===== config.mk =====
export PLATFORM = sky130hd
export DESIGN_NAME = uart_rx_top
export DESIGN_NICKNAME = d
export VERILOG_FILES = /design/src/design/uart_reg_pkg.sv /design/src/design/uart_cfg_pkg.sv /design/src/design/uart_char_if.sv /design/src/design/uart_rx_top.sv /design/src/design/uart_regs.sv /design/src/design/uart_interrupts.sv /design/src/design/uart_rx_fifo.sv /design/src/design/uart_receiver.sv
export SDC_FILE = /design/constraint.sdc
export NUM_CORES = 1
export LEC_CHECK = 0
export BUFFER_PORTS_ARGS = -buffer_cell sky130_fd_sc_hd__buf_2
export CAP_MARGIN = 20
export CORE_ASPECT_RATIO = 1.2
export CORE_UTILIZATION = 30
export CTS_CLUSTER_SIZE = 28
export DETAILED_ROUTE_END_ITERATION = 8
export GPL_TIMING_DRIVEN = 0
export HOLD_SLACK_MARGIN = 0.03
export PLACE_DENSITY = 0.45
export RECOVER_POWER = 25
export SLEW_MARGIN = 20
export SYNTH_ARGS = -nofsm -noshare
export SYNTH_HDL_FRONTEND = slang
export SYNTH_SLANG_ARGS = --single-unit
export TNS_END_PERCENT = 5

===== constraint.sdc =====
create_clock -name clk_i -period 3.8 [get_ports clk_i]
set_clock_uncertainty 0.1 [all_clocks]
set_input_delay 0.57 -clock clk_i [delete_from_list [all_inputs] [get_ports clk_i]]
set_output_delay 0.57 -clock clk_i [all_outputs]
set_load 0.02 [all_outputs]

===== src/design/uart_reg_pkg.sv =====
package uart_reg_pkg;

  // Register addresses
  localparam logic [2:0] ADDR_RHR     = 3'd0;
  localparam logic [2:0] ADDR_IER     = 3'd1;
  localparam logic [2:0] ADDR_ISR_FCR = 3'd2;
  localparam logic [2:0] ADDR_LCR     = 3'd3;
  localparam logic [2:0] ADDR_LSR     = 3'd5;

  // Interrupt ids in ISR[3:1]
  localparam logic [2:0] ISR_ID_RLS     = 3'b011;
  localparam logic [2:0] ISR_ID_RXDR    = 3'b010;
  localparam logic [2:0] ISR_ID_TIMEOUT = 3'b110;

  typedef struct packed {
    logic [4:0] reserved_hi;
    logic       rls_en;
    logic       reserved_1;
    logic       rxdr_en;
  } ier_t;

  typedef struct packed {
    logic [1:0] trigger;
    logic [3:0] reserved;
    logic       flush;
    logic       fifo_en;
  } fcr_t;

  typedef struct packed {
    logic [2:0] reserved_hi;
    logic       even_par;
    logic       par_en;
    logic [2:0] reserved_lo;
  } lcr_t;

  typedef struct packed {
    // Reads 11 on a 16550A
    logic [1:0] fifos_en;
    logic [1:0] zero;
    logic [2:0] id;
    // Low when an interrupt is pending
    logic       status;
  } isr_t;

  // One bus byte, meaning depends on address
  typedef union packed {
    logic [7:0] raw;
    ier_t       ier;
    fcr_t       fcr;
    lcr_t       lcr;
    isr_t       isr;
  } reg_word_u;

  typedef struct packed {
    logic [7:0] data;
    logic       parity_err;
    logic       frame_err;
    logic       brk;
  } rx_char_t;

endpackage


===== src/design/uart_cfg_pkg.sv =====
package uart_cfg_pkg;

  // Line timing, fixed baud rate
  localparam int CLKS_PER_BIT = 8;
  localparam int CNT_W = $clog2(CLKS_PER_BIT);
  // Mid start bit, counted from the cycle after the falling edge
  localparam logic [CNT_W-1:0] HALF_BIT = CNT_W'(CLKS_PER_BIT / 2 - 1);
  localparam logic [CNT_W-1:0] BIT_LAST = CNT_W'(CLKS_PER_BIT - 1);

  // Receive FIFO geometry
  localparam int FIFO_DEPTH = 16;
  localparam int FIFO_AW = 4;
  localparam logic [FIFO_AW:0] FIFO_FULL = (FIFO_AW + 1)'(FIFO_DEPTH);

  // Trigger levels selected by FCR[7:6]
  localparam logic [FIFO_AW:0] TRIG_LVL_0 = (FIFO_AW + 1)'(1);
  localparam logic [FIFO_AW:0] TRIG_LVL_1 = (FIFO_AW + 1)'(4);
  localparam logic [FIFO_AW:0] TRIG_LVL_2 = (FIFO_AW + 1)'(8);
  localparam logic [FIFO_AW:0] TRIG_LVL_3 = (FIFO_AW + 1)'(14);

  // Character timeout, four 10-bit character times
  localparam int TIMEOUT_CLKS = 4 * 10 * CLKS_PER_BIT;
  localparam int TO_W = $clog2(TIMEOUT_CLKS + 1);
  localparam logic [TO_W-1:0] TIMEOUT_LAST = TO_W'(TIMEOUT_CLKS);

endpackage

===== src/design/uart_char_if.sv =====
`timescale 1ns/1ns

interface uart_char_if;

  // Handshake, transfer when both high at an edge
  logic valid;
  logic ready;
  // Held stable while valid is high
  uart_reg_pkg::rx_char_t data;

  modport source (
    output valid,
    output data,
    input  ready
  );

  modport sink (
    input  valid,
    input  data,
    output ready
  );

endinterface


===== src/design/uart_rx_top.sv =====
`timescale 1ns/1ns

module uart_rx_top (
  input  logic       clk_i,
  input  logic       rst_i,
  input  logic       rx_i,
  input  logic       bus_valid_i,
  output logic       bus_ready_o,
  input  logic       bus_we_i,
  input  logic [2:0] bus_addr_i,
  input  logic [7:0] bus_wdata_i,
  output logic       bus_rvalid_o,
  input  logic       bus_rready_i,
  output logic [7:0] bus_rdata_o,
  output logic       irq_o
);

  uart_reg_pkg::ier_t ier;
  uart_reg_pkg::fcr_t fcr;
  uart_reg_pkg::lcr_t lcr;
  uart_reg_pkg::isr_t isr;
  logic               overrun;
  logic               flush;
  logic               trigger;
  logic               timeout;
  logic               rls_event;
  logic               read_lsr;
  logic               read_rhr;
  logic               read_isr;

  // Receiver to FIFO, FIFO to register block
  uart_char_if char_in ();
  uart_char_if char_out ();

  uart_receiver u_receiver (
    .clk_i     (clk_i),
    .rst_i     (rst_i),
    .rx_i      (rx_i),
    .lcr_i     (lcr),
    .char_o    (char_in),
    .overrun_o (overrun)
  );

  uart_rx_fifo u_fifo (
    .clk_i     (clk_i),
    .rst_i     (rst_i),
    .fcr_i     (fcr),
    .flush_i   (flush),
    .char_i    (char_in),
    .char_o    (char_out),
    .trigger_o (trigger),
    .timeout_o (timeout)
  );

  uart_regs u_regs (
    .clk_i        (clk_i),
    .rst_i        (rst_i),
    .bus_valid_i  (bus_valid_i),
    .bus_ready_o  (bus_ready_o),
    .bus_we_i     (bus_we_i),
    .bus_addr_i   (bus_addr_i),
    .bus_wdata_i  (bus_wdata_i),
    .bus_rvalid_o (bus_rvalid_o),
    .bus_rready_i (bus_rready_i),
    .bus_rdata_o  (bus_rdata_o),
    .char_i       (char_out),
    .overrun_i    (overrun),
    .isr_i        (isr),
    .ier_o        (ier),
    .fcr_o        (fcr),
    .lcr_o        (lcr),
    .flush_o      (flush),
    .rls_event_o  (rls_event),
    .read_lsr_o   (read_lsr),
    .read_rhr_o   (read_rhr),
    .read_isr_o   (read_isr)
  );

  uart_interrupts u_interrupts (
    .clk_i        (clk_i),
    .rst_i        (rst_i),
    .ier_i        (ier),
    .fifo_en_i    (fcr.fifo_en),
    .rls_event_i  (rls_event),
    .rx_trigger_i (trigger),
    .rx_timeout_i (timeout),
    .read_lsr_i   (read_lsr),
    .read_rhr_i   (read_rhr),
    .read_isr_i   (read_isr),
    .isr_o        (isr),
    .irq_o        (irq_o)
  );

endmodule


===== src/design/uart_regs.sv =====
`timescale 1ns/1ns

module uart_regs (
  input  logic               clk_i,
  input  logic               rst_i,
  input  logic               bus_valid_i,
  output logic               bus_ready_o,
  input  logic               bus_we_i,
  input  logic [2:0]         bus_addr_i,
  input  logic [7:0]         bus_wdata_i,
  output logic               bus_rvalid_o,
  input  logic               bus_rready_i,
  output logic [7:0]         bus_rdata_o,
  uart_char_if.sink          char_i,
  input  logic               overrun_i,
  input  uart_reg_pkg::isr_t isr_i,
  output uart_reg_pkg::ier_t ier_o,
  output uart_reg_pkg::fcr_t fcr_o,
  output uart_reg_pkg::lcr_t lcr_o,
  output logic               flush_o,
  output logic               rls_event_o,
  output logic               read_lsr_o,
  output logic               read_rhr_o,
  output logic               read_isr_o
);

  uart_reg_pkg::reg_word_u wword;
  uart_reg_pkg::reg_word_u rword;
  logic [7:0]              lsr;
  logic                    wr;
  logic                    rd;
  logic                    overrun_q;
  logic                    head_seen_q;
  logic                    head_err;

  // Stall only while a response is unclaimed
  assign bus_ready_o = ~bus_rvalid_o | bus_rready_i;
  assign wr = bus_valid_i & bus_ready_o & bus_we_i;
  assign rd = bus_valid_i & bus_ready_o & ~bus_we_i;
  assign wword.raw = bus_wdata_i;

  assign read_rhr_o = rd & (bus_addr_i == uart_reg_pkg::ADDR_RHR);
  assign read_isr_o = rd & (bus_addr_i == uart_reg_pkg::ADDR_ISR_FCR);
  assign read_lsr_o = rd & (bus_addr_i == uart_reg_pkg::ADDR_LSR);
  // RHR read pops the head
  assign char_i.ready = read_rhr_o;
  assign flush_o = wr & (bus_addr_i == uart_reg_pkg::ADDR_ISR_FCR) & wword.fcr.flush;

  // Error bits belong to the head character, THRE and TEMT tied high
  assign lsr = {1'b0, 1'b1, 1'b1,
                char_i.valid & char_i.data.brk,
                char_i.valid & char_i.data.frame_err,
                char_i.valid & char_i.data.parity_err,
                overrun_q,
                char_i.valid};

  assign head_err = char_i.valid &
                    (char_i.data.brk | char_i.data.frame_err | char_i.data.parity_err);
  // New head with an error, or a lost character
  assign rls_event_o = (head_err & ~head_seen_q) | overrun_i;

  always_ff @(posedge clk_i) begin
    if (rst_i) begin
      ier_o        <= '0;
      fcr_o        <= '0;
      lcr_o        <= '0;
      overrun_q    <= 1'b0;
      head_seen_q  <= 1'b0;
      bus_rvalid_o <= 1'b0;
    end else begin
      if (wr && bus_addr_i == uart_reg_pkg::ADDR_IER) begin
        ier_o <= wword.ier;
      end
      if (wr && bus_addr_i == uart_reg_pkg::ADDR_ISR_FCR) begin
        fcr_o       <= wword.fcr;
        // Flush is self-clearing
        fcr_o.flush <= 1'b0;
      end
      if (wr && bus_addr_i == uart_reg_pkg::ADDR_LCR) begin
        lcr_o <= wword.lcr;
      end
      if (read_lsr_o) begin
        overrun_q <= 1'b0;
      end
      if (overrun_i) begin
        overrun_q <= 1'b1;
      end
      head_seen_q <= char_i.valid & ~read_rhr_o;
      if (bus_rready_i) begin
        bus_rvalid_o <= 1'b0;
      end
      if (rd) begin
        bus_rvalid_o <= 1'b1;
      end
    end
  end

  // Read mux
  always_comb begin
    rword.raw = '0;
    case (bus_addr_i)
      uart_reg_pkg::ADDR_RHR:     rword.raw = char_i.data.data;
      uart_reg_pkg::ADDR_IER:     rword.ier = ier_o;
      uart_reg_pkg::ADDR_ISR_FCR: rword.isr = isr_i;
      uart_reg_pkg::ADDR_LCR:     rword.lcr = lcr_o;
      uart_reg_pkg::ADDR_LSR:     rword.raw = lsr;
      default:                    rword.raw = '0;
    endcase
  end

  always_ff @(posedge clk_i) begin
    if (rd) begin
      bus_rdata_o <= rword.raw;
    end
  end

endmodule


===== src/design/uart_interrupts.sv =====
`timescale 1ns/1ns

module uart_interrupts (
  input  logic               clk_i,
  input  logic               rst_i,
  input  uart_reg_pkg::ier_t ier_i,
  input  logic               fifo_en_i,
  input  logic               rls_event_i,
  input  logic               rx_trigger_i,
  input  logic               rx_timeout_i,
  input  logic               read_lsr_i,
  input  logic               read_rhr_i,
  input  logic               read_isr_i,
  output uart_reg_pkg::isr_t isr_o,
  output logic               irq_o
);

  logic rls_q;
  logic rxdr_q;
  logic timeout_q;
  logic rls_d;
  logic rxdr_d;
  logic timeout_d;
  logic rls_set;
  logic rxdr_set;
  logic timeout_set;
  logic clr_rls;
  logic clr_rx_isr;

  ////////////////////////////////////////////////////////////////////////////
  // Set and clear conditions
  ////////////////////////////////////////////////////////////////////////////
  assign rls_set  = ier_i.rls_en & rls_event_i;
  // In non-FIFO mode the trigger already means one character held
  assign rxdr_set = ier_i.rxdr_en & rx_trigger_i;
  // Timeout only exists with FIFOs on
  assign timeout_set = fifo_en_i & ier_i.rxdr_en & rx_timeout_i;

  assign clr_rls    = read_lsr_i | (read_isr_i & (isr_o.id == uart_reg_pkg::ISR_ID_RLS));
  assign clr_rx_isr = read_isr_i & (isr_o.id == uart_reg_pkg::ISR_ID_RXDR);

  always_comb begin
    rls_d     = rls_q | rls_set;
    rxdr_d    = rxdr_q | rxdr_set;
    timeout_d = timeout_q | timeout_set;
    // Clear wins over a set in the same cycle
    if (clr_rls) begin
      rls_d = 1'b0;
    end
    if (read_rhr_i || clr_rx_isr) begin
      timeout_d = 1'b0;
    end
    if ((read_rhr_i && !fifo_en_i) || clr_rx_isr) begin
      rxdr_d = 1'b0;
    end
  end

  always_ff @(posedge clk_i) begin
    if (rst_i) begin
      rls_q     <= 1'b0;
      rxdr_q    <= 1'b0;
      timeout_q <= 1'b0;
    end else begin
      rls_q     <= rls_d;
      rxdr_q    <= rxdr_d;
      timeout_q <= timeout_d;
    end
  end

  ////////////////////////////////////////////////////////////////////////////
  // Priority encoder
  ////////////////////////////////////////////////////////////////////////////
  always_comb begin
    isr_o.fifos_en = 2'b11;
    isr_o.zero     = 2'b00;
    isr_o.id       = 3'b000;
    isr_o.status   = 1'b1;
    // Line status first, then data, then timeout
    if (rls_q) begin
      isr_o.id     = uart_reg_pkg::ISR_ID_RLS;
      isr_o.status = 1'b0;
    end else if (rxdr_q) begin
      isr_o.id     = uart_reg_pkg::ISR_ID_RXDR;
      isr_o.status = 1'b0;
    end else if (timeout_q) begin
      isr_o.id     = uart_reg_pkg::ISR_ID_TIMEOUT;
      isr_o.status = 1'b0;
    end
  end

  assign irq_o = ~isr_o.status;

endmodule


===== src/design/uart_rx_fifo.sv =====
`timescale 1ns/1ns

module uart_rx_fifo (
  input  logic               clk_i,
  input  logic               rst_i,
  input  uart_reg_pkg::fcr_t fcr_i,
  input  logic               flush_i,
  uart_char_if.sink          char_i,
  uart_char_if.source        char_o,
  output logic               trigger_o,
  output logic               timeout_o
);

  uart_reg_pkg::rx_char_t               mem [uart_cfg_pkg::FIFO_DEPTH];
  logic [uart_cfg_pkg::FIFO_AW-1:0]     wr_ptr_q;
  logic [uart_cfg_pkg::FIFO_AW-1:0]     rd_ptr_q;
  logic [uart_cfg_pkg::FIFO_AW:0]       count_q;
  logic [uart_cfg_pkg::TO_W-1:0]        idle_cnt_q;
  logic [uart_cfg_pkg::FIFO_AW:0]       trig_level;
  logic                                 full;
  logic                                 push;
  logic                                 pop;

  // Non-FIFO mode behaves as a one-entry holding register
  assign full = fcr_i.fifo_en ? (count_q == uart_cfg_pkg::FIFO_FULL) : (count_q != '0);
  assign char_i.ready = ~full;
  assign char_o.valid = (count_q != '0);
  assign char_o.data  = mem[rd_ptr_q];
  assign push = char_i.valid & char_i.ready;
  assign pop  = char_o.valid & char_o.ready;

  always_comb begin
    case (fcr_i.trigger)
      2'b00:   trig_level = uart_cfg_pkg::TRIG_LVL_0;
      2'b01:   trig_level = uart_cfg_pkg::TRIG_LVL_1;
      2'b10:   trig_level = uart_cfg_pkg::TRIG_LVL_2;
      default: trig_level = uart_cfg_pkg::TRIG_LVL_3;
    endcase
  end

  assign trigger_o = fcr_i.fifo_en ? (count_q >= trig_level) : (count_q != '0);
  assign timeout_o = (idle_cnt_q == uart_cfg_pkg::TIMEOUT_LAST);

  // Pointers, count and idle timer
  always_ff @(posedge clk_i) begin
    if (rst_i || flush_i) begin
      wr_ptr_q   <= '0;
      rd_ptr_q   <= '0;
      count_q    <= '0;
      idle_cnt_q <= '0;
    end else begin
      if (push) begin
        wr_ptr_q <= wr_ptr_q + 1'b1;
      end
      if (pop) begin
        rd_ptr_q <= rd_ptr_q + 1'b1;
      end
      case ({push, pop})
        2'b10:   count_q <= count_q + 1'b1;
        2'b01:   count_q <= count_q - 1'b1;
        default: count_q <= count_q;
      endcase
      // Restart on any traffic, saturate at the timeout
      if (push || pop || count_q == '0) begin
        idle_cnt_q <= '0;
      end else if (!timeout_o) begin
        idle_cnt_q <= idle_cnt_q + 1'b1;
      end
    end
  end

  always_ff @(posedge clk_i) begin
    if (push) begin
      mem[wr_ptr_q] <= char_i.data;
    end
  end

endmodule


===== src/design/uart_receiver.sv =====
`timescale 1ns/1ns

module uart_receiver (
  input  logic               clk_i,
  input  logic               rst_i,
  input  logic               rx_i,
  input  uart_reg_pkg::lcr_t lcr_i,
  uart_char_if.source        char_o,
  output logic               overrun_o
);

  typedef enum logic [2:0] {
    S_IDLE,
    S_START,
    S_DATA,
    S_PARITY,
    S_STOP
  } state_e;

  state_e                         state_q;
  logic [uart_cfg_pkg::CNT_W-1:0] clk_cnt_q;
  logic [2:0]                     bit_idx_q;
  logic [7:0]                     shift_q;
  logic                           par_bit_q;
  logic                           all_zero_q;
  logic                           valid_q;
  logic                           mid_bit;
  logic                           done;
  uart_reg_pkg::rx_char_t         char_q;
  uart_reg_pkg::rx_char_t         char_new;

  assign mid_bit = (clk_cnt_q == uart_cfg_pkg::BIT_LAST);
  // Stop bit sampled this cycle
  assign done = (state_q == S_STOP) && mid_bit;

  ////////////////////////////////////////////////////////////////////////////
  // Character assembly
  ////////////////////////////////////////////////////////////////////////////
  assign char_new.data = shift_q;
  // Xor of data and parity bit is 1 for odd, 0 for even
  assign char_new.parity_err = lcr_i.par_en & (^shift_q ^ par_bit_q ^ ~lcr_i.even_par);
  assign char_new.frame_err = ~rx_i;
  // Break: every bit low, stop included
  assign char_new.brk = all_zero_q & ~rx_i;

  // Bit clock and FSM
  always_ff @(posedge clk_i) begin
    if (rst_i) begin
      state_q   <= S_IDLE;
      clk_cnt_q <= '0;
      bit_idx_q <= '0;
      valid_q   <= 1'b0;
      overrun_o <= 1'b0;
    end else begin
      overrun_o <= 1'b0;
      if (mid_bit) begin
        clk_cnt_q <= '0;
      end else begin
        clk_cnt_q <= clk_cnt_q + 1'b1;
      end
      if (valid_q && char_o.ready) begin
        valid_q <= 1'b0;
      end
      // Held character blocks the new one
      if (done) begin
        if (valid_q && !char_o.ready) begin
          overrun_o <= 1'b1;
        end else begin
          valid_q <= 1'b1;
        end
      end
      case (state_q)
        S_IDLE: begin
          clk_cnt_q <= '0;
          if (!rx_i) begin
            state_q <= S_START;
          end
        end
        S_START: begin
          // Half a bit in, realign to mid-bit
          if (clk_cnt_q == uart_cfg_pkg::HALF_BIT) begin
            clk_cnt_q <= '0;
            bit_idx_q <= '0;
            // High here means a glitch, not a start bit
            state_q   <= rx_i ? S_IDLE : S_DATA;
          end
        end
        S_DATA: begin
          if (mid_bit) begin
            bit_idx_q <= bit_idx_q + 1'b1;
            if (bit_idx_q == 3'd7) begin
              state_q <= lcr_i.par_en ? S_PARITY : S_STOP;
            end
          end
        end
        S_PARITY: begin
          if (mid_bit) begin
            state_q <= S_STOP;
          end
        end
        S_STOP: begin
          if (mid_bit) begin
            state_q <= S_IDLE;
          end
        end
        default: state_q <= S_IDLE;
      endcase
    end
  end

  // Data path, LSB first
  always_ff @(posedge clk_i) begin
    if (state_q == S_START) begin
      all_zero_q <= 1'b1;
    end
    if (mid_bit && state_q == S_DATA) begin
      shift_q <= {rx_i, shift_q[7:1]};
      if (rx_i) begin
        all_zero_q <= 1'b0;
      end
    end
    if (mid_bit && state_q == S_PARITY) begin
      par_bit_q <= rx_i;
      if (rx_i) begin
        all_zero_q <= 1'b0;
      end
    end
    if (done && (!valid_q || char_o.ready)) begin
      char_q <= char_new;
    end
  end

  assign char_o.valid = valid_q;
  assign char_o.data  = char_q;

endmodule


# [Word level (Yosys, flattened, before mapping)]
# Memory sizes are Yosys's and may differ from the RTL's. A register that Yosys moved wholly into a read port is not among the register bits.
# Index checks and enable logic that the tools add are counted.
[word_totals] rom_bits=0 word_cells=185 register_bits=87 out_inout_bits=11 latchBits=0 ram_bits=176 n_memories=1 in_bits=17
[mem_list] name="u_fifo.mem" depth=16 width=11 read_ports=1 rd_ports_with_merged_regs=1 wr=1 line="uart_rx_fifo.sv:14" rtl="uart_reg_pkg::rx_char_t mem [uart_cfg_pkg::FIFO_DEPTH];"
[op_classes] n_bitwise=43 reduce_logical=35 muxes=40 order_cmp=1 multipliers=0 div_mod_pow=0 eq_ne=25 shift=0 addsub=7
[ops] op="one-hot mux 8 bit (5 select lines)" n=1
[ops] op="two-way mux 3 bit" n=11
[ops] op="AND 1 bit" n=24
[ops] op="== test 3 x 2 -> 1 bit (second input constant)" n=7
[ops] op="two-way mux 4 bit" n=5
[ops] op="two-way mux 1 bit" n=17
[ops] op="one-hot mux 3 bit (5 select lines)" n=1
[ops] op="== test 3 bit (second input constant)" n=4
[ops] op="one-hot mux 3 bit (2 select lines)" n=2
[ops] op="one-hot mux 4 bit (3 select lines)" n=1
[ops] op="logical AND 1 bit" n=10
[ops] op="inequality test 2 x 1 -> 1 bit (second input constant)" n=5
[ops] op="one-hot mux 5 bit (2 select lines)" n=1
[ops] op="OR reduction 2 bit" n=5
[ops] op="adder 9 x 1 -> 9 bit (second input constant)" n=1
[ops] op="== test 9 bit (second input constant)" n=1
[ops] op="NOT 1 bit" n=9
[ops] op="adder 4 x 1 -> 4 bit (second input constant)" n=2
[ops] op="bitwise OR 1 bit" n=8
[ops] op="nonzero test 2 bit" n=4
[ops] op="parity 8 bit" n=1
[ops] op="adder 3 x 1 -> 3 bit (second input constant)" n=2
[ops] op="== test 3 x 1 -> 1 bit (second input constant)" n=2
[ops] op="zero test 3 bit" n=2
[ops] op="other kinds (16)" n=25

# [Logic depth before layout (Yosys ltp)]
# Gate-level depths: netlist of the first run.
[depth] ltp_word=9 mapped_depth=15 depth_no_buf=11

# [By module]
# A second synthesis of the first run with hierarchy kept.
[hier_totals] hier_cells=767 area_unflattened_um2=11579.9
[by_module_without_submodules] mod="uart_rx_fifo" instances=1 cells_each=469 area_per_inst_um2=8211.6 seq_area_each_um2=5805.6
[by_module_without_submodules] mod="uart_regs" instances=1 cells_each=164 area_per_inst_um2=1750.4 seq_area_each_um2=760.7
[by_module_without_submodules] mod="uart_receiver" instances=1 cells_each=111 area_per_inst_um2=1406.3 seq_area_each_um2=840.8
[by_module_without_submodules] mod="uart_interrupts" instances=1 cells_each=23 area_per_inst_um2=211.5 seq_area_each_um2=60.1

# [Worst setup path before layout of the first run]
# OpenSTA, ideal clock, no wires.
[synth_path] path_type="input to register" start="in bus_addr_i[2]" end="reg u_fifo.count_q[4] in the netlist's numbering" arrival_time_ns=3.458 path_buffers=2 stages=13 path_slack_ns=0.172 required_time_ns=3.630 setup_time_ns=0.070 cell_sequence="clkbuf_1 > nor3_1 > nand3_1 > nor2_1 > ha_1 > clkbuf_1 > xor2_1 > ha_1 > a31oi_1 > o31ai_1 > o21a_1 > or4_1 > a21oi_1"
[synth_between] elab_chain_cells=5 elab_cells_between_ends=11 cone_classes="eq/ne (3); mux (1); bitwise (4); reduce/logical (3)"
[synth_lines] element="start, declared" line="uart_rx_top.sv:10" rtl="input logic [2:0] bus_addr_i,"
[synth_lines] element="zero test 3 bit *" line="uart_regs.sv:42" rtl="assign read_rhr_o = rd & (bus_addr_i == uart_reg_pkg::ADDR_RHR);"
[synth_lines] element="AND 1 bit *" line="uart_regs.sv:42"
[synth_lines] element="AND 1 bit *" line="uart_rx_fifo.sv:30" rtl="assign pop = char_o.valid & char_o.ready;"
[synth_lines] element="net u_fifo.pop" line="uart_rx_fifo.sv:22" rtl="logic pop;"
[synth_lines] element="== test 2 x 1 -> 1 bit or == test 2 bit (tied branches)" line="uart_rx_fifo.sv:58" rtl="case ({push, pop})"
[synth_lines] element="one-hot mux 5 bit (2 select lines) or nonzero test 2 bit (tied branches)"
[synth_lines] element="end signal, assigned" line="uart_rx_fifo.sv:59" rtl="2'b10: count_q <= count_q + 1'b1;"
[synth_lines] element="end signal, assigned" line="uart_rx_fifo.sv:60" rtl="2'b01: count_q <= count_q - 1'b1;"
[synth_lines] element="end signal, assigned" line="uart_rx_fifo.sv:61" rtl="default: count_q <= count_q;"
[synth_lines] element="end, declared" line="uart_rx_fifo.sv:17" rtl="logic [uart_cfg_pkg::FIFO_AW:0] count_q;"
# Mark *: on every way through the listed nets, which the timed path passes. The rest lies on a longest branch.
# A chain may end at the register's enable or synchronous reset.

# [Final worst setup path of the first run]
[layout_path] start="reg u_fifo.count_q[1] in the netlist's numbering" end="reg u_fifo.count_q[4] in the netlist's numbering"
[layout_between] elab_chain_cells=6 elab_cells_between_ends=12 cone_classes="add/sub (2); eq/ne (3); mux (2); bitwise (3); reduce/logical (2)"
[layout_lines] element="== test 5 bit or nonzero test 5 bit (tied branches)" line="uart_rx_fifo.sv:25, uart_rx_fifo.sv:27"
[layout_lines] element="two-way mux 1 bit" line="uart_rx_fifo.sv:25" rtl="assign full = fcr_i.fifo_en ? (count_q == uart_cfg_pkg::FIFO_FULL) : (count_q != '0);"
[layout_lines] element="NOT 1 bit" line="uart_rx_fifo.sv:26" rtl="assign char_i.ready = ~full;"
[layout_lines] element="AND 1 bit" line="uart_rx_fifo.sv:29" rtl="assign push = char_i.valid & char_i.ready;"
[layout_lines] element="== test 2 x 1 -> 1 bit or == test 2 bit (tied branches)" line="uart_rx_fifo.sv:58"
[layout_lines] element="one-hot mux 5 bit (2 select lines) or nonzero test 2 bit (tied branches)"
# Parallel ways exist; a longest one is shown, timed or not.

==> key figures, run 1 <==
Status
  – Result of the run: complete, no violations

Critical path
  – Worst-case reg-to-reg path depth: 14
  – Critical Path Max Stage Delay: 500 ps
  – Category of the critical setup timing path: reg -> reg
  – Critical Path Source: u_fifo.count_q[1]
  – Critical path fanouts, max: 10
  – RR Startpoint: u_fifo.count_q[1]
  – Critical path startpoint category: register
  – Reg2Reg Capture Point: u_fifo.count_q[4]
  – Data required, critical path: between 4000 and 5000 ps
  – Data arrival time at the worst-slack endpoint: roughly 4000 ps
  – Minimum setup slack among reg-to-reg paths: approximately 170 ps
  – Critical Path Slowest Stage Cell: or4_4
  – Buf/Inv on CP: 4
  – Cell-by-cell listing of the critical path: buf_6 -> or4_4 -> buf_6 -> mux2i_1 -> buf_4 -> inv_2 -> ha_1 -> xor2_1 -> ha_1 -> a31oi_1 -> o31ai_1 -> o21a_1 -> or4_1 -> a21oi_1
  – Worst path top cell family by delay: simple AND/OR/NAND/NOR gates
  – Critical Path End Type: register

Yosys
  – Synth cell count leaders: edfxtp_1 (204), nor2_1 (74), dfxtp_1 (63)
  – Net Count, Synth: roughly 760
  – Count of unique library cells instantiated by Yosys: 56
  – Share of flip-flops with an asynchronous set or reset: 0%
  – Count leader, synth: edfxtp_1
  – Warnings from Yosys: 0
  – Mapped cell area: roughly 11000 sq um
  – Dominant register cell in the synthesized netlist: edfxtp_1
  – Register bit count reported by yosys: approximately 270
  – Count of flip-flops with a built-in enable after synthesis: 204
  – Top post-synthesis cells by area: edfxtp_1 (56%), dfxtp_1 (11%), mux4_2 (9.8%)
  – Average cell area after synthesis: 15.3 sq um
  – Post-synthesis instance total: 719
  – Biggest area consumer among synthesized cells: edfxtp_1
  – Sequential share of the synthesized area: 67.2%
  – Fraction of synthesized cell area taken by the top area cell type: a little under three fifths

Finish
  – Antenna cells: 0
  – Number of standard cells in the final layout excluding fillers: roughly 1300
  – Finished layout cell area: 12900 sq um
  – Layout Area Growth over Synthesis: 17.0%
  – Net count of the finished layout: 827
  – Ratio of cells with drive above 1 in the final layout: between 20% and 30%

Global route
  – Initial antenna violation count: 0
  – Total grt overflow: 0
  – Number of global-route vias before repair: between 6000 and 7000
  – Largest net degree at the start of global routing: 17
  – Global Route Usage Sum: between 10 and 15%
  – Wire length of the first global-routing pass: slightly below 40000 um

Detailed routing
  – Final routed wirelength across all metal layers: approximately 26000 um
  – Number of violations reported at the end of detailed-routing iteration 0: between 300 and 400
  – Vias after detailed routing: just over 6000
  – Count of TritonRoute iterations in the first routing pass: 4
  – Vias/cell: slightly below 5
  – DRC errors left: 0
  – Final ANT Viol Nets: 0
  – Routed WL per cell: around 21 um

Place
  – Area post-placement: 12000 sq um
  – Detailed Place HPWL: ~19000 um
  – Port-buffer cells: 24
  – Worst setup slack after placement: -736 ps
  – Placed cells: between 1000 and 1500
  – Routability cong.: 0.754

Hold path
  – Start point of the worst hold path: bus_wdata_i[5]
  – Hold WC Path Type: in -> reg
  – Worst Hold Depth: 3
  – Capture endpoint of the worst hold path: u_regs.lcr_o[5]

STA
  – Period utilisation layout: 95.4%
  – Total negative setup slack: 0 ps
  – Setup repair after global routing missed its margin: false
  – Post-layout worst setup margin: approximately 170 ps
  – Final critical path time including I/O delays and setup: around 3600 ps
  – Final Max Tran Viols: 0
  – Transition time at the pin with the least slew margin: slightly below 1000 ps
  – Final hold violations: 0
  – Tightest slew margin relative to the limit: 34.4%
  – Total of endpoints with negative setup slack in the final report: 0
  – Highest achievable clock rate: approximately 280 MHz

Pwr
  – Flop pwr share: 52.4%
  – Relative contribution of combinational cells to total power: 2.7%
  – Power density of the placed cells: between 400 and 500 nW/um^2
  – Power consumption: between 0.005 and 0.006 W
  – Power Internal: 0.00473 W
  – Switching share of total power: 20.9%
  – Net Switching: 0.00125 W
  – Share of power burned in the clock network: between 40% and 50%
  – Leakage power: just over 4 nW
  – Maximum resistive drop on vdd: ~0.37 mV

Die
  – Top-level I/O count: 28
  – Die Y-Extent: approximately 210 um
  – Core Box Area: between 30000 and 40000 sq um
  – Cell row count: 76
  – Die boundary width: 177 um
  – Total die area: 37400 sq um
  – Starting Density: between 30 and 40%

Clock network
  – Quantity of hold-fixing buffers added after cts: 0
  – Inserted Clock Buffers: 29
  – Bufs on Longest Clock Path: 3
  – Clk_lat worst skew: 540 ps
  – TritonCTS clock tree: done
  – Clock edge transition at the registers on the reported setup and hold paths: roughly 60 ps
  – CTS root buffer: clkbuf_16
  – # Post-CTS Setup Buffers: 0
  – Clock H-tree levels: 1
  – Number of clock sinks: roughly 270

Run
  – Max-cap violation count: 0
worst max-delay path by stage:
stage	to	cells after the start
floorplan	u_fifo.count_q[4]	13
global placement	u_fifo.count_q[4]	13
detailed placement	u_fifo.count_q[4]	13
CTS	u_fifo.count_q[4]	14
global route	u_fifo.count_q[4]	14
finish	u_fifo.count_q[4]	14
metrics by stage:
stage,hold slack [ps],utilization [%]
after global placement,326,32.5
final,191,35.7
after global routing,185,35.7
after CTS,167,35.7
after detailed placement,331,33.2
after floorplan,306,-
area by class of cell:
cell class,instances,area [sq um]
Fill cell,3464,23200
Inverter,18,67.6
Tap cell,468,586
Buffer,37,169
Multi-Input combinational cell,396,3430
Timing Repair Buffer,40,322
Clock buffer,36,805
Clock inverter,16,101
Sequential cell,267,7390
tightest hold or removal path: stages:
cell	delay, ps
buf_2	90
mux2i_1	60
nor2_1	70
placed cells by master, fill, tap and decap left out, drive strengths merged, types with 3 or more instances in the layout:
cell / instances
o31ai: 4
nor2: 75
or4: 3
nand2b: 14
inv: 18
a211oi: 11
nand3: 12
nand4: 5
nor3b: 4
nand2: 31
and2: 3
edfxtp: 204
a31oi: 4
dfxtp: 63
nand3b: 3
ha: 21
mux2: 3
clkinv: 14
buf: 52
o21ai: 7
xnor2: 14
xor2: 13
nor2b: 13
nor3: 16
a21oi: 28
mux4: 48
mux2i: 35
a2111oi: 3
clkbuf: 61
metal layers:
metal	track usage, %	vias to the layer above	part of all wire (%)
met3	2.14	38	3.4
met2	25.4	87	51
met4	3.86	0	2.1
li1	-	2881	-
met5	0	-	0
met1	18.5	3153	44
power groups by stage:
stage	clock (W)	combinational [W]	sequential, W
final	0.00268	0.000164	0.00313
after global routing	0.00286	0.000184	0.00313
after floorplan	0	0.000110	0.00320
after global placement	0	0.000164	0.00320
after CTS	0.00276	0.000165	0.00313
after detailed placement	0	0.000164	0.00320
logic make-up after synthesis:
group           share of synthesized area [%]
flops                                    67.2
simple gates                             8.54
mux                                      13.3
compound gates                           4.24
buf+inv                                  2.16
xor+xnor                                 2.15
fa+ha+maj                                2.39
state kept, by name, summed over array words and instances (netlist names), 3 cells and up, named ones only:
signal / cells
u_fifo.count_q: 5
u_fifo.idle_cnt_q: 9
u_fifo.mem: 176
u_fifo.rd_ptr_q: 4
u_fifo.wr_ptr_q: 4
u_receiver.bit_idx_q: 3
u_receiver.char_o.data: 11
u_receiver.clk_cnt_q: 3
u_receiver.shift_q: 8
u_receiver.state_q: 3
u_regs.bus_rdata_o: 8
u_regs.fcr_o: 3
u_regs.ier_o: 8
u_regs.lcr_o: 8
what timing repair did:
item / 4_1_cts / 5_1_grt
endpoints found under the hold margin: 0 / 0
setup endpoints to repair: 1 / 1
pin swaps: 0 / 0
resized for setup: 2 / 1
(Power assumes the default switching activity.)
==> run 2, diff against run 1 <==
--- a/config.mk
+++ b/config.mk
@@ -9,6 +9,7 @@
 export CAP_MARGIN = 20
 export CORE_ASPECT_RATIO = 1.2
 export CORE_UTILIZATION = 30
+export CTS_BUF_LIST = sky130_fd_sc_hd__clkbuf_4 sky130_fd_sc_hd__clkbuf_8
 export CTS_CLUSTER_SIZE = 28
 export DETAILED_ROUTE_END_ITERATION = 8
 export GPL_TIMING_DRIVEN = 0
==> run 2 against run 1 <==
Compared with the run above: cell area about the same; global-route usage increased by 0.32 points; setup slack lost 23 ps; via count is 1.6% higher; worst hold slack worse by 26 ps; sequential power is essentially flat; largest cell class unchanged; sequential share of layout area hardly changed; largest power group unchanged.
==> key figures, run 2 (same netlist as run 1, synthesis figures left out) <==
Place
  – Port-buffer cells: 24 (unchanged)
  – Detailed Place HPWL: 18600 um (unchanged)
  – Routability cong.: 0.754 (unchanged)

Clock network
  – CTS root buffer: clkbuf_8
  – Inserted Clock Buffers: 45 (+55%)
  – Clk_lat worst skew: 570 ps (+30 ps)
  – Clock H-tree levels: 2 (+1)
  – Number of clock sinks: 267 (unchanged)
  – # Post-CTS Setup Buffers: 0 (unchanged)
  – Bufs on Longest Clock Path: 3 (unchanged)
  – TritonCTS clock tree: done
  – Clock edge transition at the registers on the reported setup and hold paths: 60 ps (about the same)

Hold path
  – Capture endpoint of the worst hold path: u_regs.ier_o[5]
  – Worst Hold Depth: 3 (unchanged)
  – Hold WC Path Type: in -> reg
  – Start point of the worst hold path: bus_wdata_i[5]

Critical path
  – Critical Path End Type: register
  – Category of the critical setup timing path: reg -> reg
  – Worst path top cell family by delay: simple AND/OR/NAND/NOR gates
  – Cell-by-cell listing of the critical path: buf_6 -> or4_4 -> buf_6 -> mux2i_1 -> clkbuf_4 -> inv_2 -> ha_1 -> xor2_1 -> ha_1 -> a31oi_1 -> o31ai_1 -> o21a_1 -> or4_1 -> a21oi_1
  – Data required, critical path: 4200 ps (+30 ps)
  – Data arrival time at the worst-slack endpoint: 4050 ps (+50 ps)
  – RR Startpoint: u_fifo.count_q[1]
  – Reg2Reg Capture Point: u_fifo.count_q[4]
  – Critical path fanouts, max: 10 (unchanged)
  – Critical Path Max Stage Delay: 510 ps (about the same)
  – Critical Path Slowest Stage Cell: or4_4
  – Worst-case reg-to-reg path depth: 14 (unchanged)
  – Minimum setup slack among reg-to-reg paths: 150 ps (-20 ps)
  – Critical path startpoint category: register
  – Buf/Inv on CP: 4 (unchanged)

Pwr
  – Leakage power: 4.11 nW (+0.40%)
  – Maximum resistive drop on vdd: 0.199 mV (-46%)
  – Power density of the placed cells: 457 nW/um^2 (-1.6%)

Die
  – Die boundary width: 177 um (unchanged)
  – Starting Density: 30.5% (unchanged)
  – Total die area: 37400 sq um (unchanged)
  – Top-level I/O count: 28 (unchanged)
  – Core Box Area: 36000 sq um (unchanged)
  – Die Y-Extent: 212 um (unchanged)
  – Cell row count: 76 (unchanged)

STA
  – Total negative setup slack: 0 ps (unchanged)
  – Total of endpoints with negative setup slack in the final report: 0 (unchanged)
  – Period utilisation layout: 96.0% (+0.61 points)
  – Final Max Tran Viols: 0 (unchanged)
  – Tightest slew margin relative to the limit: 34.7% (+0.33 points)
  – Final hold violations: 0 (unchanged)
  – Setup repair after global routing missed its margin: false
  – Transition time at the pin with the least slew margin: 974 ps (-4.85 ps)
  – Highest achievable clock rate: 274 MHz (-0.64%)
  – Final critical path time including I/O delays and setup: 3650 ps (+23.3 ps)

Run
  – Max-cap violation count: 0 (unchanged)

Detailed routing
  – Final routed wirelength across all metal layers: 26800 um (+1.1%)
  – Routed WL per cell: 20.4 um (-1.3%)
  – Vias after detailed routing: 6260 (+1.6%)
  – Final ANT Viol Nets: 0 (unchanged)
  – Number of violations reported at the end of detailed-routing iteration 0: 365 (-2.4%)
  – Count of TritonRoute iterations in the first routing pass: 4 (unchanged)
  – Vias/cell: 4.78 (-0.84%)
  – DRC errors left: 0 (unchanged)

Status
  – Result of the run: complete, no violations

Global route
  – Largest net degree at the start of global routing: 17 (unchanged)
  – Total grt overflow: 0 (unchanged)
  – Global Route Usage Sum: 14.8% (+0.32 points)
  – Wire length of the first global-routing pass: 40200 um (+1.1%)
  – Number of global-route vias before repair: 6460 (+1.9%)
  – Initial antenna violation count: 0 (unchanged)

Finish
  – Flip-flop count of the largest register, all copies and words added: 176 (unchanged)
  – Commonest non-fill, non-tap cell in the layout: edfxtp_1
  – Ratio of cells with drive above 1 in the final layout: 23.6% (+2.0 points)
  – Net count of the finished layout: 843 (+1.9%)
  – Commonest cells after routing, fill and taps aside: edfxtp_1 (204), dfxtp_1 (63), nor2_1 (61)
  – Antenna cells: 0 (unchanged)
  – Layout Utilization: 35.7% (about the same)
  – Layout Area Growth over Synthesis: 17.1% (about the same)
  – Register bank with the most flops: u_fifo.mem
-- run 2: changes by cell type in the layout (fill, tap and decap cells not counted), sizes merged --
cell | previous run | this run
buf | 52 | 51
clkinv | 14 | 15
clkinvlp | 1 | 2
clkbuf | 61 | 92
-- run 2: worst max path at each step --
stage                            startpoint           endpoint  cells after the start  slack, ps
after global routing      u_fifo.count_q[1]  u_fifo.count_q[4]                     14         10
final                     u_fifo.count_q[1]  u_fifo.count_q[4]                     14        150
after floorplan               bus_addr_i[2]  u_fifo.count_q[4]                     13        170
after detailed placement      bus_addr_i[2]  u_fifo.count_q[4]                     13       -740
after global placement        bus_addr_i[2]  u_fifo.count_q[4]                     13       -730
after CTS                 u_fifo.count_q[1]  u_fifo.count_q[4]                     15        0.5
-- run 2: worst register-to-register path, delay by kind of cell, from the launching register on --
| kind | cells | cell delay (ps) |
|---|---|---|
| buf+inv | 4 | 590 |
| compound gates | 4 | 670 |
| mux | 1 | 180 |
| simple gates | 2 | 980 |
| flops | 1 | 320 |
| xor+xnor | 1 | 200 |
| fa+ha+maj | 2 | 540 |
-- run 2: what timing repair did --
action	CTS	global route
pin swaps	0	0
hold endpoints to repair	0	0
resized for setup	1	2
hold buffers	0	0
setup endpoints to repair	1	1
-- run 2: per-layer routing --
layer / vias to the layer above / GRT usage, % / wire [um]
met5: - / 0 / 0
met4: 0 / 4.64 / 548
met3: 37 / 2.71 / 1160
met2: 122 / 25.6 / 13700
met1: 3181 / 18.6 / 11400
li1: 2920 / - / -
-- run 2: through the flow --
step	hold slack [ps]	instance area [sq um]	power (W)	instances	setup slack [ps]
2_1_floorplan	306	11000	0.00331	719	172
5_1_grt	144	12900	0.00610	1310	14.0
6_report	165	12900	0.00589	1310	151
3_5_place_dp	331	12000	0.00336	1227	-736
4_1_cts	132	12900	0.00596	1311	0.458
3_3_place_gp	326	11700	0.00336	1211	-732
-- run 2: power by group --
group          total (W)  switching, W  internal, W
sequential       0.00313     0.0000131      0.00312
clock            0.00259       0.00116      0.00143
combinational   0.000163      0.000103    0.0000605
-- run 2: final cells by class --
| type | instances | area [sq um] |
|---|---|---|
| sequential | 267 | 7390 |
| multi-input combinational | 396 | 3430 |
| inverter | 18 | 67.6 |
| clock buffer | 66 | 808 |
| tap | 468 | 586 |
| timing repair buffer | 40 | 322 |
| clock inverter | 18 | 104 |
| buffer | 37 | 169 |
| fill | 3476 | 23200 |
==> run 3, diff against run 2 <==
--- a/config.mk
+++ b/config.mk
@@ -7,7 +7,7 @@
 export LEC_CHECK = 0
 export BUFFER_PORTS_ARGS = -buffer_cell sky130_fd_sc_hd__buf_2
 export CAP_MARGIN = 20
-export CORE_ASPECT_RATIO = 1.2
+export CORE_ASPECT_RATIO = 1.5
 export CORE_UTILIZATION = 30
 export CTS_BUF_LIST = sky130_fd_sc_hd__clkbuf_4 sky130_fd_sc_hd__clkbuf_8
 export CTS_CLUSTER_SIZE = 28
==> constraint.sdc (replaced) <==
create_clock -name clk_i -period 3.8 [get_ports clk_i]
set_clock_uncertainty 0.1 [all_clocks]
set_input_delay 1.14 -clock clk_i [delete_from_list [all_inputs] [get_ports clk_i]]
set_output_delay 1.14 -clock clk_i [all_outputs]
set_load 0.02 [all_outputs]
==> run 3 against run 2 <==
Compared with the run above: worst hold slack better by 170 ps; non-clock buffer count is 7 lower; sequential power hardly changed; register-to-register slack better by 95 ps; setup slack better by 95 ps; sequential cell count stayed put.
==> key figures, run 3 (same netlist as run 1, synthesis figures left out) <==
Place
  – Detailed Place HPWL: 19000 um (+2.2%)
  – Area post-placement: 11900 sq um (-0.84%)
  – Routability cong.: 0.758 (+0.54%)
  – Port-buffer cells: 24 (unchanged)

STA
  – Highest achievable clock rate: 281 MHz (+2.7%)
  – Transition time at the pin with the least slew margin: 932 ps (-41.4 ps)
  – Final critical path time including I/O delays and setup: 3550 ps (-95.2 ps)
  – Period utilisation layout: 93.5% (-2.5 points)
  – Total of endpoints with negative setup slack in the final report: 0 (unchanged)
  – Tightest slew margin relative to the limit: 37.5% (+2.8 points)
  – Total negative setup slack: 0 ps (unchanged)
  – Final hold violations: 0 (unchanged)
  – Final Max Tran Viols: 0 (unchanged)
  – Setup repair after global routing missed its margin: false

Die
  – Core Box Area: 35900 sq um (-0.26%)
  – Cell row count: 85 (+12%)
  – Die boundary width: 158 um (-10%)
  – Top-level I/O count: 28 (unchanged)
  – Die Y-Extent: 236 um (+12%)
  – Starting Density: 30.6% (+0.079 points)
  – Total die area: 37400 sq um (about the same)

Detailed routing
  – Routed WL per cell: 20.6 um (+0.96%)
  – DRC errors left: 0 (unchanged)
  – Number of violations reported at the end of detailed-routing iteration 0: 289 (-21%)
  – Final routed wirelength across all metal layers: 26900 um (+0.50%)
  – Vias after detailed routing: 6096 (-2.6%)
  – Count of TritonRoute iterations in the first routing pass: 5 (+1)
  – Final ANT Viol Nets: 0 (unchanged)
  – Vias/cell: 4.67 (-2.2%)

Critical path
  – Data required, critical path: 3990 ps (-210 ps)
  – Worst-case reg-to-reg path depth: 8 (-6)
  – Reg2Reg Capture Point: u_regs.bus_rdata_o[7]
  – Data arrival time at the worst-slack endpoint: 3750 ps (-300 ps)
  – Critical path startpoint category: register
  – Critical path fanouts, max: 10 (unchanged)
  – Critical Path End Type: register
  – Category of the critical setup timing path: reg -> reg
  – Minimum setup slack among reg-to-reg paths: 250 ps (+100 ps)

Global route
  – Initial antenna violation count: 0 (unchanged)
  – Number of global-route vias before repair: 6550 (+1.4%)
  – Wire length of the first global-routing pass: 41400 um (+2.9%)
  – Global Route Usage Sum: 15.3% (+0.49 points)
  – Largest net degree at the start of global routing: 17 (unchanged)
  – Total grt overflow: 0 (unchanged)

Finish
  – Commonest cells after routing, fill and taps aside: edfxtp_1 (204), dfxtp_1 (63), nor2_1 (61)
  – Flip-flop count of the largest register, all copies and words added: 176 (unchanged)
  – Finished layout cell area: 12700 sq um (-1.4%)
  – Ratio of cells with drive above 1 in the final layout: 23.0% (-0.63 points)
  – Fill cell instance count of the final layout: 3572 (+2.8%)
  – Register bank with the most flops: u_fifo.mem
  – Antenna cells: 0 (unchanged)
  – Net count of the finished layout: 832 (-1.3%)
  – Layout Area Growth over Synthesis: 15.4%
  – Commonest non-fill, non-tap cell in the layout: edfxtp_1

Hold path
  – Hold WC Path Type: reg -> reg
  – Worst Hold Depth: 1 (-2)
  – Capture endpoint of the worst hold path: u_receiver.clk_cnt_q[0]
  – Start point of the worst hold path: u_receiver.clk_cnt_q[0]

Pwr
  – Maximum resistive drop on vdd: 0.224 mV (+13%)
  – Power density of the placed cells: 446 nW/um^2 (-2.4%)
  – Leakage power: 4.01 nW (-2.4%)

Clock network
  – Clock edge transition at the registers on the reported setup and hold paths: 60 ps (about the same)
  – TritonCTS clock tree: done
  – CTS root buffer: clkbuf_8
  – Bufs on Longest Clock Path: 3 (unchanged)
  – Clock H-tree levels: 2 (unchanged)
  – Number of clock sinks: 267 (unchanged)
  – Clk_lat worst skew: 570 ps (about the same)
  – Inserted Clock Buffers: 41 (-8.9%)

Run
  – Max-cap violation count: 0 (unchanged)

Status
  – Result of the run: complete, no violations
## run 3: cell count changes in the layout (fill, tap and decap cells not counted), sizes merged
cell,delta
clkinv,+2
buf,-6
clkbuf,-12
## run 3: how the worst max path moves through the flow
stage             startpoint               endpoint  slack (ps)
2_1_floorplan  bus_addr_i[2]      u_fifo.count_q[4]          20
3_3_place_gp   bus_addr_i[2]      u_fifo.count_q[4]        -570
3_5_place_dp   bus_addr_i[2]      u_fifo.count_q[4]        -560
4_1_cts        bus_addr_i[2]      u_fifo.count_q[4]          30
5_1_grt        bus_addr_i[2]      u_fifo.count_q[4]         110
6_report            register  u_regs.bus_rdata_o[7]         250
## run 3: power breakdown
group	switching (W)	leakage (nW)	internal, W
sequential	0.0000142	2.34	0.00312
combinational	0.000106	1.24	0.0000615
clock	0.00112	0.422	0.00124
total	0.00124	4.01	0.00442
## run 3: critical path: stages, from the launching register on
cell and delay (ps):
dfxtp_1 320, clkbuf_1 310, clkbuf_1 710, mux4_2 410, nor2b_1 140, a211oi_1 740
a211oi_1 180, a211oi_1 290, nor3_1 90
## run 3: layout make-up
type / instances / area (sq um) / area share [%]
buffer: 37 / 170 / 1.34
clock buffer: 55 / 682 / 5.37
clock inverter: 20 / 118 / 0.927
inverter: 18 / 67.6 / 0.532
multi-input combinational: 396 / 3450 / 27.2
sequential: 267 / 7390 / 58.2
tap: 478 / 598 / 4.71
timing repair buffer: 33 / 213 / 1.68
## run 3: what timing repair did
action                     CTS  global route
buffers inserted             0             3
gates cloned                 0             0
gates resized for setup      1             7
hold buffers                 0             0
setup endpoints to repair    1             1
pin swaps                    0             1
## run 3: per-layer routing
layer	routed length [um]	GRT usage [%]	vias up
met2	15200	28.8	88
met3	774	2.51	37
met1	10500	17.4	3082
met4	495	4.34	0
li1	-	-	2889
met5	0	0	-
## run 3: through the flow
stage,cells,hold WS (ps),util [%],total power [W],setup slack [ps]
finish,1304,333,35.3,0.00566,246
global route,1304,362,35.3,0.00587,114
CTS,1302,339,35.2,0.00574,29.5
detailed placement,1227,331,33.0,0.00336,-561
global placement,1221,315,32.6,0.00336,-575
floorplan,719,306,-,0.00331,23.0
